`config.mk`:
```
export PLATFORM = sky130hd
export DESIGN_NAME = pa_iu_top
export DESIGN_NICKNAME = d
export VERILOG_FILES = /design/src/iu_op_pkg.sv /design/src/iu_data_pkg.sv /design/src/pa_iu_alu.sv /design/src/pa_iu_mul.sv /design/src/pa_iu_div.sv /design/src/pa_iu_ctrl.sv /design/src/pa_iu_top.sv
export VERILOG_INCLUDE_DIRS = /design/src
export SDC_FILE = /design/constraint.sdc
export NUM_CORES = 2
export LEC_CHECK = 0
export ABC_AREA = 1
export BUFFER_PORTS_ARGS = -buffer_cell sky130_fd_sc_hd__buf_4
export CORE_AREA = 4 4 373 522
export CTS_BUF_LIST = sky130_fd_sc_hd__clkbuf_8
export CTS_CLUSTER_DIAMETER = 120
export CTS_CLUSTER_SIZE = 25
export DETAILED_ROUTE_END_ITERATION = 6
export DIE_AREA = 0 0 377 526
export GPL_TIMING_DRIVEN = 0
export SETUP_SLACK_MARGIN = 0.4
export SYNTH_ARGS = -nofsm -noshare
export SYNTH_HDL_FRONTEND = slang
export SYNTH_HIERARCHICAL = 1
export SYNTH_SLANG_ARGS = --single-unit
```
`constraint.sdc`:
```
create_clock -name forever_cpuclk -period 19.1 [get_ports forever_cpuclk]
set_input_delay 1.91 -clock forever_cpuclk [delete_from_list [all_inputs] [get_ports forever_cpuclk]]
set_output_delay 1.91 -clock forever_cpuclk [all_outputs]
set_load 0.01 [all_outputs]
```
`src/iu_cfg.svh`:
```
// Configuration macros for the integer execution unit
//   data word width
//   physical register tag width
//   divider iteration count

`ifndef IU_CFG_SVH
`define IU_CFG_SVH

// Data path width
`define IU_XLEN 32

// Destination tag width
`define IU_PREG_W 6

// One quotient bit per iteration
`define IU_DIV_CYCLES `IU_XLEN

`endif

```
`src/iu_op_pkg.sv`:
```
// Operation encodings of the execution unit
//   iu_op_t    issued operation
//   iu_unit_t  functional unit selection
//   op_unit    operation to unit decode

package iu_op_pkg;

  typedef enum logic [4:0] {
    op_add   = 5'h00,
    op_sub   = 5'h01,
    op_and   = 5'h02,
    op_or    = 5'h03,
    op_xor   = 5'h04,
    op_sll   = 5'h05,
    op_srl   = 5'h06,
    op_sra   = 5'h07,
    op_slt   = 5'h08,
    op_sltu  = 5'h09,
    op_mul   = 5'h10,
    op_mulh  = 5'h11,
    op_mulhu = 5'h12,
    op_div   = 5'h18,
    op_divu  = 5'h19,
    op_rem   = 5'h1a,
    op_remu  = 5'h1b
  } iu_op_t;

  typedef enum logic [1:0] {
    unit_alu = 2'd0,
    unit_mul = 2'd1,
    unit_div = 2'd2
  } iu_unit_t;

  function automatic iu_unit_t op_unit(input iu_op_t op);
    case (op)
      op_mul, op_mulh, op_mulhu:        return unit_mul;
      op_div, op_divu, op_rem, op_remu: return unit_div;
      default:                          return unit_alu;
    endcase
  endfunction

endpackage

```
`src/iu_data_pkg.sv`:
```
// Data types of the execution unit
//   iu_word_t   one data word
//   iu_dword_t  full multiplier product
//   iu_preg_t   destination physical register tag

`include "iu_cfg.svh"

package iu_data_pkg;

  typedef logic [`IU_XLEN-1:0]   iu_word_t;

  typedef logic [2*`IU_XLEN-1:0] iu_dword_t;

  typedef logic [`IU_PREG_W-1:0] iu_preg_t;

endpackage

```
`src/pa_iu_alu.sv`:
```
// Single cycle arithmetic and logic unit
//   add, sub, and, or, xor
//   shifts by the low five bits of src1
//   signed and unsigned set-less-than

`timescale 1ns/10ps

module pa_iu_alu import iu_op_pkg::*, iu_data_pkg::*; (
  input  iu_op_t   alu_op,
  input  iu_word_t alu_src0,
  input  iu_word_t alu_src1,
  output iu_word_t alu_rslt
);

  logic [4:0] shamt;
  logic       lt_signed;
  logic       lt_unsigned;

  // Upper bits of the shift amount are ignored
  assign shamt = alu_src1[4:0];

  assign lt_signed   = $signed(alu_src0) < $signed(alu_src1);
  assign lt_unsigned = alu_src0 < alu_src1;

  always_comb begin
    case (alu_op)
      op_add: begin
        alu_rslt = alu_src0 + alu_src1;
      end
      op_sub: begin
        alu_rslt = alu_src0 - alu_src1;
      end
      op_and: begin
        alu_rslt = alu_src0 & alu_src1;
      end
      op_or: begin
        alu_rslt = alu_src0 | alu_src1;
      end
      op_xor: begin
        alu_rslt = alu_src0 ^ alu_src1;
      end
      op_sll: begin
        alu_rslt = alu_src0 << shamt;
      end
      op_srl: begin
        alu_rslt = alu_src0 >> shamt;
      end
      op_sra: begin
        alu_rslt = iu_word_t'($signed(alu_src0) >>> shamt);
      end
      op_slt: begin
        alu_rslt = iu_word_t'(lt_signed);
      end
      op_sltu: begin
        alu_rslt = iu_word_t'(lt_unsigned);
      end
      // Multiply and divide ops never select this result
      default: begin
        alu_rslt = '0;
      end
    endcase
  end

endmodule

```
`src/pa_iu_mul.sv`:
```
// Two stage pipelined multiplier
//   stage one extends the operands and forms the full product
//   stage two selects the low or high word
//   stage two holds while stalled by the controller

`timescale 1ns/10ps

`include "iu_cfg.svh"

module pa_iu_mul import iu_op_pkg::*, iu_data_pkg::*; (
  input  logic     forever_cpuclk,
  input  logic     reset,
  input  logic     mul_go,
  input  iu_op_t   mul_op,
  input  iu_word_t mul_src0,
  input  iu_word_t mul_src1,
  input  iu_preg_t mul_dst_preg,
  input  logic     mul_ex2_stall,
  output logic     mul_ex2_vld,
  output iu_preg_t mul_ex2_preg,
  output iu_word_t mul_ex2_rslt
);

  localparam int FULL_W = 2*`IU_XLEN + 2;

  logic                          ex1_signed;
  logic                          ex1_high;
  logic signed [`IU_XLEN:0]      ex1_a;
  logic signed [`IU_XLEN:0]      ex1_b;
  logic signed [FULL_W-1:0]      ex1_full;
  iu_dword_t                     ex1_prod;
  iu_dword_t                     ex2_prod;
  logic                          ex2_high;

  // Only mulh treats both operands as signed
  assign ex1_signed = (mul_op == op_mulh);
  assign ex1_high   = (mul_op == op_mulh) || (mul_op == op_mulhu);

  assign ex1_a    = {ex1_signed & mul_src0[`IU_XLEN-1], mul_src0};
  assign ex1_b    = {ex1_signed & mul_src1[`IU_XLEN-1], mul_src1};
  assign ex1_full = FULL_W'(ex1_a) * FULL_W'(ex1_b);
  assign ex1_prod = ex1_full[2*`IU_XLEN-1:0];

  always_ff @(posedge forever_cpuclk) begin
    if (reset) begin
      mul_ex2_vld <= 1'b0;
    end else if (!mul_ex2_stall) begin
      mul_ex2_vld <= mul_go;
    end
  end

  always_ff @(posedge forever_cpuclk) begin
    if (mul_go && !mul_ex2_stall) begin
      ex2_prod     <= ex1_prod;
      ex2_high     <= ex1_high;
      mul_ex2_preg <= mul_dst_preg;
    end
  end

  assign mul_ex2_rslt = ex2_high ? ex2_prod[2*`IU_XLEN-1:`IU_XLEN] : ex2_prod[`IU_XLEN-1:0];

endmodule

```
`src/pa_iu_div.sv`:
```
// Iterative divider, one quotient bit per cycle
//   signed and unsigned divide and remainder
//   restoring shift-subtract on absolute values
//   result held until granted by the controller

`timescale 1ns/10ps

`include "iu_cfg.svh"

module pa_iu_div import iu_op_pkg::*, iu_data_pkg::*; (
  input  logic     forever_cpuclk,
  input  logic     reset,
  input  logic     div_go,
  input  iu_op_t   div_op,
  input  iu_word_t div_src0,
  input  iu_word_t div_src1,
  input  iu_preg_t div_dst_preg,
  input  logic     div_grant,
  output logic     div_busy,
  output logic     div_rslt_vld,
  output iu_word_t div_rslt,
  output iu_preg_t div_preg
);

  localparam int CNT_W = $clog2(`IU_DIV_CYCLES + 1);

  logic             src_signed;
  logic             sign0;
  logic             sign1;
  logic             dvs_zero;
  iu_word_t         abs0;
  iu_word_t         abs1;
  logic [CNT_W-1:0] cnt;
  logic             itering;
  logic             finish;
  iu_word_t         quot_r;
  iu_word_t         rem_r;
  iu_word_t         dvs_r;
  logic             neg_q;
  logic             neg_r;
  logic             is_rem;
  logic [`IU_XLEN:0] trial;
  logic [`IU_XLEN:0] diff;
  iu_word_t         quot_fix;
  iu_word_t         rem_fix;

  assign src_signed = (div_op == op_div) || (div_op == op_rem);
  assign sign0      = src_signed & div_src0[`IU_XLEN-1];
  assign sign1      = src_signed & div_src1[`IU_XLEN-1];
  assign dvs_zero   = (div_src1 == '0);
  assign abs0       = sign0 ? -div_src0 : div_src0;
  assign abs1       = sign1 ? -div_src1 : div_src1;

  assign itering = div_busy && (cnt != '0);
  assign finish  = div_busy && (cnt == '0) && !div_rslt_vld;

  // Shift in the next dividend bit and try the subtract
  assign trial = {rem_r, quot_r[`IU_XLEN-1]};
  assign diff  = trial - {1'b0, dvs_r};

  assign quot_fix = neg_q ? -quot_r : quot_r;
  assign rem_fix  = neg_r ? -rem_r : rem_r;

  always_ff @(posedge forever_cpuclk) begin
    if (reset) begin
      div_busy     <= 1'b0;
      div_rslt_vld <= 1'b0;
      cnt          <= '0;
    end else if (div_go) begin
      div_busy <= 1'b1;
      cnt      <= CNT_W'(`IU_DIV_CYCLES);
    end else if (itering) begin
      cnt <= cnt - CNT_W'(1);
    end else if (finish) begin
      div_rslt_vld <= 1'b1;
    end else if (div_grant) begin
      div_busy     <= 1'b0;
      div_rslt_vld <= 1'b0;
    end
  end

  always_ff @(posedge forever_cpuclk) begin
    if (div_go) begin
      quot_r   <= abs0;
      rem_r    <= '0;
      dvs_r    <= abs1;
      // Zero divisor keeps an all ones quotient
      neg_q    <= (sign0 ^ sign1) && !dvs_zero;
      neg_r    <= sign0;
      is_rem   <= (div_op == op_rem) || (div_op == op_remu);
      div_preg <= div_dst_preg;
    end else if (itering) begin
      if (!diff[`IU_XLEN]) begin
        rem_r  <= diff[`IU_XLEN-1:0];
        quot_r <= {quot_r[`IU_XLEN-2:0], 1'b1};
      end else begin
        rem_r  <= trial[`IU_XLEN-1:0];
        quot_r <= {quot_r[`IU_XLEN-2:0], 1'b0};
      end
    end
  end

  always_ff @(posedge forever_cpuclk) begin
    if (finish) begin
      div_rslt <= is_rem ? rem_fix : quot_fix;
    end
  end

endmodule

```
`src/pa_iu_ctrl.sv`:
```
// Execution unit controller
//   issue steering to ALU, multiplier and divider
//   issue ready generation
//   write-back arbitration and write-back register

`timescale 1ns/10ps

module pa_iu_ctrl import iu_op_pkg::*, iu_data_pkg::*; (
  input  logic     forever_cpuclk,
  input  logic     reset,
  input  logic     in_valid,
  output logic     in_ready,
  input  iu_op_t   in_op,
  input  iu_preg_t in_dst_preg,
  output logic     alu_go,
  output logic     mul_go,
  output logic     div_go,
  output logic     mul_ex2_stall,
  output logic     div_grant,
  input  iu_word_t alu_rslt,
  input  logic     mul_ex2_vld,
  input  iu_preg_t mul_ex2_preg,
  input  iu_word_t mul_ex2_rslt,
  input  logic     div_busy,
  input  logic     div_rslt_vld,
  input  iu_preg_t div_preg,
  input  iu_word_t div_rslt,
  output logic     wb_valid,
  input  logic     wb_ready,
  output iu_preg_t wb_preg,
  output iu_word_t wb_data
);

  iu_unit_t in_unit;
  logic     wb_free;
  logic     mul_take;
  logic     accept;

  assign in_unit = op_unit(in_op);

  // Write-back register empty or drained this cycle
  assign wb_free = !wb_valid || wb_ready;

  // Divider result first, then multiplier stage two
  assign div_grant     = wb_free && div_rslt_vld;
  assign mul_take      = wb_free && mul_ex2_vld && !div_rslt_vld;
  assign mul_ex2_stall = mul_ex2_vld && !mul_take;

  always_comb begin
    in_ready = wb_free;
    if ((in_unit == unit_div) && div_busy) begin
      in_ready = 1'b0;
    end
    if ((in_unit == unit_alu) && (mul_ex2_vld || div_rslt_vld)) begin
      in_ready = 1'b0;
    end
    // Stage two of the multiplier must move before a new multiply enters
    if ((in_unit == unit_mul) && mul_ex2_stall) begin
      in_ready = 1'b0;
    end
  end

  assign accept = in_valid && in_ready;
  assign alu_go = accept && (in_unit == unit_alu);
  assign mul_go = accept && (in_unit == unit_mul);
  assign div_go = accept && (in_unit == unit_div);

  always_ff @(posedge forever_cpuclk) begin
    if (reset) begin
      wb_valid <= 1'b0;
    end else if (wb_free) begin
      wb_valid <= div_grant || mul_take || alu_go;
    end
  end

  always_ff @(posedge forever_cpuclk) begin
    if (div_grant) begin
      wb_preg <= div_preg;
      wb_data <= div_rslt;
    end else if (mul_take) begin
      wb_preg <= mul_ex2_preg;
      wb_data <= mul_ex2_rslt;
    end else if (alu_go) begin
      wb_preg <= in_dst_preg;
      wb_data <= alu_rslt;
    end
  end

endmodule

```
`src/pa_iu_top.sv`:
```
// Integer execution unit top level
//   controller, ALU, multiplier and divider
//   one issue port and one write-back port

`timescale 1ns/10ps

module pa_iu_top import iu_op_pkg::*, iu_data_pkg::*; (
  input  logic     forever_cpuclk,
  input  logic     reset,
  input  logic     in_valid,
  output logic     in_ready,
  input  iu_op_t   in_op,
  input  iu_word_t in_src0,
  input  iu_word_t in_src1,
  input  iu_preg_t in_dst_preg,
  output logic     wb_valid,
  input  logic     wb_ready,
  output iu_preg_t wb_preg,
  output iu_word_t wb_data
);

  iu_word_t alu_rslt;
  logic     mul_go;
  logic     mul_ex2_stall;
  logic     mul_ex2_vld;
  iu_preg_t mul_ex2_preg;
  iu_word_t mul_ex2_rslt;
  logic     div_go;
  logic     div_grant;
  logic     div_busy;
  logic     div_rslt_vld;
  iu_word_t div_rslt;
  iu_preg_t div_preg;

  // ALU is purely combinational and needs no start pulse
  pa_iu_ctrl x_pa_iu_ctrl (
    .forever_cpuclk (forever_cpuclk),
    .reset          (reset),
    .in_valid       (in_valid),
    .in_ready       (in_ready),
    .in_op          (in_op),
    .in_dst_preg    (in_dst_preg),
    .alu_go         (),
    .mul_go         (mul_go),
    .div_go         (div_go),
    .mul_ex2_stall  (mul_ex2_stall),
    .div_grant      (div_grant),
    .alu_rslt       (alu_rslt),
    .mul_ex2_vld    (mul_ex2_vld),
    .mul_ex2_preg   (mul_ex2_preg),
    .mul_ex2_rslt   (mul_ex2_rslt),
    .div_busy       (div_busy),
    .div_rslt_vld   (div_rslt_vld),
    .div_preg       (div_preg),
    .div_rslt       (div_rslt),
    .wb_valid       (wb_valid),
    .wb_ready       (wb_ready),
    .wb_preg        (wb_preg),
    .wb_data        (wb_data)
  );

  pa_iu_alu x_pa_iu_alu (
    .alu_op   (in_op),
    .alu_src0 (in_src0),
    .alu_src1 (in_src1),
    .alu_rslt (alu_rslt)
  );

  pa_iu_mul x_pa_iu_mul (
    .forever_cpuclk (forever_cpuclk),
    .reset          (reset),
    .mul_go         (mul_go),
    .mul_op         (in_op),
    .mul_src0       (in_src0),
    .mul_src1       (in_src1),
    .mul_dst_preg   (in_dst_preg),
    .mul_ex2_stall  (mul_ex2_stall),
    .mul_ex2_vld    (mul_ex2_vld),
    .mul_ex2_preg   (mul_ex2_preg),
    .mul_ex2_rslt   (mul_ex2_rslt)
  );

  pa_iu_div x_pa_iu_div (
    .forever_cpuclk (forever_cpuclk),
    .reset          (reset),
    .div_go         (div_go),
    .div_op         (in_op),
    .div_src0       (in_src0),
    .div_src1       (in_src1),
    .div_dst_preg   (in_dst_preg),
    .div_grant      (div_grant),
    .div_busy       (div_busy),
    .div_rslt_vld   (div_rslt_vld),
    .div_rslt       (div_rslt),
    .div_preg       (div_preg)
  );

endmodule

```
# After elaboration in Yosys (flattened, before gate mapping)
# Cells that the tools add are included.
# totals
elab_cells	133
out_inout_bits	40
in_bits	79
ff_bits	256
# classes
n_reduce_logical	42
n_shift	3
n_eq_ne	20
n_mul	1
bitwise_logic	10
muxes	28
magnitude_cmp	2
addsub	8
# ops
operator	count
2-to-1 mux 32 bit	12
one-hot mux 32 bit (10 select lines)	1
negation 32 bit	4
< comparator 32 bit	2
multiplier 33 x 33 -> 64 bit	1
== test 5 bit, second input constant	7
subtractor 33 x 32 -> 33 bit	1
adder 32 bit	1
AND 32 bit	1
logical NOT 32 bit	1
bitwise OR 32 bit	1
<< shifter 32 x 5 -> 32 bit	1
>> shifter 32 x 5 -> 32 bit	1
>>> shifter 32 x 5 -> 32 bit	1
subtractor 32 bit	1
bitwise XOR 32 bit	1
2-to-1 mux 6 bit	5
== test 5 x 3 -> 1 bit, second input constant	4
logical AND 1 bit	16
== test 5 x 2 -> 1 bit, second input constant	2
== test 5 x 4 -> 1 bit, second input constant	2
2-to-1 mux 1 bit	9
logical OR 1 bit	7
logical NOT 6 bit	1
other kinds (19)	31

# Longest topological paths before layout
# logic_depth
ltp_word	13
depth_mapped	35
depth_no_buf	34

# Hierarchy
# The synthesis kept the hierarchy.
# modules_own_cells
module	area_per_inst_um2	seq_area_each_um2	instances	cells_per_inst
pa_iu_mul	42189.2	2152.1	1	5083
pa_iu_div	11757.5	3953.8	1	1810
pa_iu_alu	10277.4	0.0	1	2159
pa_iu_ctrl	2025.7	1161.1	1	238

# Worst setup path before layout
# Ideal clock, no wire load.
# synth_path
path_kind	in2reg
from	input in_op[3]
to	register x_pa_iu_mul.ex2_prod[62], data pin
setup_ns	0.252
path_buffers	1
cell_stages	29
t_arrival_ns	8.653
setup_slack_ns	10.194
required_ns	18.848
cell_sequence	or2_1 nor2_4 inv_2 clkbuf_1 nor2_1 fa_1 inv_1 fa_1 inv_1 fa_1 fa_1 inv_1 fa_1 fa_1 inv_1 fa_1 inv_1 fa_1 inv_1 ha_1 inv_1 nor3_1 nand2_1 inv_1 nand2_1 nor3_1 nand2_1 nand3_1 nand2_1
# synth_between
elab_chain_len	3
word_cells_on_any_way	4
cone_classes	mul: 1; eq/ne: 1; bitwise: 2
# synth_rtl
element	line_no	source
start, declared	pa_iu_top.sv:12	input iu_op_t in_op,
== test 5 bit *	pa_iu_mul.sv:36	assign ex1_signed = (mul_op == op_mulh);
AND 1 bit, on equally long branches	pa_iu_mul.sv:39, pa_iu_mul.sv:40	
multiplier 33 x 33 -> 64 bit *	pa_iu_mul.sv:41	assign ex1_full = FULL_W'(ex1_a) * FULL_W'(ex1_b);
via x_pa_iu_mul.ex1_full[62]	pa_iu_mul.sv:30	logic signed [FULL_W-1:0] ex1_full;
end signal, assigned	pa_iu_mul.sv:54	ex2_prod <= ex1_prod;
end, declared	pa_iu_mul.sv:32	iu_dword_t ex2_prod;
# Mark *: on every way through the listed nets, which the timed path passes. The rest lies on a longest branch.
# A chain may end at the register's enable or synchronous reset.

# Final worst setup path
# layout_path
from	input in_op[2]
to	register x_pa_iu_mul.ex2_prod[63], data pin
# The elaborated chain is that of the path after synthesis.

==> results.md <==
- PortBufs: roughly 120
- Status: finished with violations
- Die ar.: between 150,000 and 200,000 um2
- Routed Antenna Nets: 0
- Register area: slightly above 7000 um2
- Flop2flop setup slack: about 15,000 ps
- Clock root buffer master: clkbuf_8
- CTS tree: built
- Final period util: about 60%
- Area Overhead vs Synth: 6.656%
- Tmin final: about 11,000 ps
- Vias/cell: approximately 5.3
- Syn Inst Count: approximately 9,300
- MaxCap Viol Count: 0
- Initial antenna violation count: 22
- Pin count of the biggest net entering global routing: 39
- Post-synthesis instance area: around 66,000 um2
- Gpl congestion: between 1 and 1.5
- Slew of the pin with the lowest slew margin: approximately 1400 ps
- Core area: around 190,000 um2
- Global route overflow: 0
- Cell at the slowest stage of the critical path: fa_1
- Hold Buf Count CTS: 0
- Clk Latency, worst-skew pair: 590 ps
- Fmax: 88.31 MHz
- Yosys warns: 6
- Die Y: between 500 and 600 um
- Drt first pass iters: 7
- Final setup vio count: 0
- Fin Clk Skew: roughly 30 ps
- # Post-CTS Setup Buffers: 0
- WP data arrival: 11,600 ps
- CTS clk-pin slew, worst paths: around 180 ps
- WS Path Type: in2reg
- Die W: between 300 and 400 um
- Clk sinks: between 200 and 300
- Post-DP HPWL: ~280,000 um
- WP data required: about 19,000 ps
- Final #Nets: roughly 11,000
- Setup repair after global routing missed its margin: false
- Most Crowded Layer GR: met2
- Area of the multi-input gates: ~50,000 um2
- PnR worst setup slack: between 7000 and 8000 ps
- Number of fill cells in the layout: just over 20,000
- Setup TNS: 0 ps
- Residual DRC: 1
- Worst slew margin: about 4.5%
- Worst r2r src: x_pa_iu_div/div_rslt_vld$_SDFFE_PP0P_
- HP Start: x_pa_iu_div/cnt[0]$_SDFFE_PP0P_
- Pins Over Slew Limit: 0
- Met1 Usage GRT: about a third
- Clock buffer depth: 3
- Cell Rows: roughly 190
- Worst min path class: reg2reg
- Hold endpoint: x_pa_iu_div/cnt[0]$_SDFFE_PP0P_
- Boundary Pins: about 120
- Failing checks: DRC
- Met2 usage: roughly 56%
- H-tree levels: 1
- Initial core utilization: 34.97%
- Vias: approximately 63,000
- RR Endpoint: x_pa_iu_div/div_busy$_SDFFE_PP0P_
- Fin. Hold Viols: 0
- Syn_nets: between 10,000 and 15,000
- First-pass GRT wire length: ~460,000 um
- CTS buffer count: 14
- WL/cell: 27.51 um
- Crit end category: register
- Length in cells of the worst reg-to-reg path: 11
- Routed wire length: 328,400 um
- Gr usage total: between 30% and 40%
- Crit-path max cell delay: 960 ps
- Layout cells sized above 1: 4.175%
- Vias in the first global route: 65,330
- CP Max Fanout: 10
- Initial DRC Count: 5,638
- Mean Syn Cell Area: ~7 um2
- Pre-CTS setup slack: ~7000 ps
- Startpoint types: input pin
- M3 GR Usage: under 10%
- Resize count post-CTS: 0
- Hold depth: 2
[sequential cells by signal (all words and copies together), names as in the netlist, 6 cells and up]
name                      count
x_pa_iu_div/div_preg          6
x_pa_iu_div/dvs_r            32
x_pa_iu_ctrl/wb_preg          6
x_pa_iu_div/quot_r           32
x_pa_iu_ctrl/wb_data         32
x_pa_iu_div/div_rslt         32
x_pa_iu_mul/mul_ex2_preg      6
x_pa_iu_mul/ex2_prod         64
x_pa_iu_div/rem_r            32
x_pa_iu_div/cnt               6
[worst max-delay path: cells and delay by family]
| kind | cells | cell delay, ps |
|---|---|---|
| buffers and inverters | 11 | 2260 |
| AO/OA/AOI/OAI | 2 | 620 |
| adder cells (fa/ha/maj) | 9 | 4900 |
| AND/OR/NAND/NOR | 9 | 1840 |
[layer usage]
layer	share of wire [%]	vias to the layer above
met4	11	4
met5	0.0091	-
li1	-	27880
met3	6.6	1081
met2	48	3198
met1	34	31170
[layout make-up]
cell class	count	area share, %
sequential	256	10.29
timing repair buffer	124	1.392
clock buffer	14	0.2727
tap	2483	4.397
multi-input combinational	6466	69.60
inverter	2191	11.64
antenna	17	0.06021
buffer	376	2.267
clock inverter	10	0.08500
[metrics by stage]
stage / cell area [um2] / instances / util, % / hold WS [ps]
after global placement: 70240 / 11890 / 37.08 / 453.7
after floorplan: 66250 / 9289 / - / 442.7
after detailed placement: 70360 / 11900 / 37.14 / 465.7
after CTS: 70610 / 11920 / 37.28 / 488.3
final: 70660 / 11940 / 37.30 / 486.0
after global routing: 70620 / 11920 / 37.28 / 502.0
[how the worst max path moves through the flow]
stage | startpoint | slack [ps] | cells past startpoint | endpoint
2_1_floorplan | in_op[3] | 10190 | 29 | x_pa_iu_mul/ex2_prod[62]$_DFFE_PP_
3_3_place_gp | in_op[2] | 7050 | 31 | x_pa_iu_mul/ex2_prod[63]$_DFFE_PP_
3_5_place_dp | in_op[2] | 7010 | 31 | x_pa_iu_mul/ex2_prod[63]$_DFFE_PP_
4_1_cts | in_op[2] | 7650 | 31 | x_pa_iu_mul/ex2_prod[63]$_DFFE_PP_
5_1_grt | in_op[2] | 7380 | 31 | x_pa_iu_mul/ex2_prod[63]$_DFFE_PP_
6_report | in_op[2] | 7780 | 31 | x_pa_iu_mul/ex2_prod[63]$_DFFE_PP_
[placed cells by master (no fill, tap or decap), types with 129 or more instances in the layout]
cell type	instances
a21oi_1	208
nand2_1	2820
buf_4	129
edfxtp_1	214
fa_1	1128
nand3_1	683
ha_1	349
nor2_1	533
clkbuf_1	268
o21ai_0	169
inv_1	2173
Power is left out: the tool's default activity adds up to more than one toggle a clock period on the data nets, which glitch-free logic cannot reach.
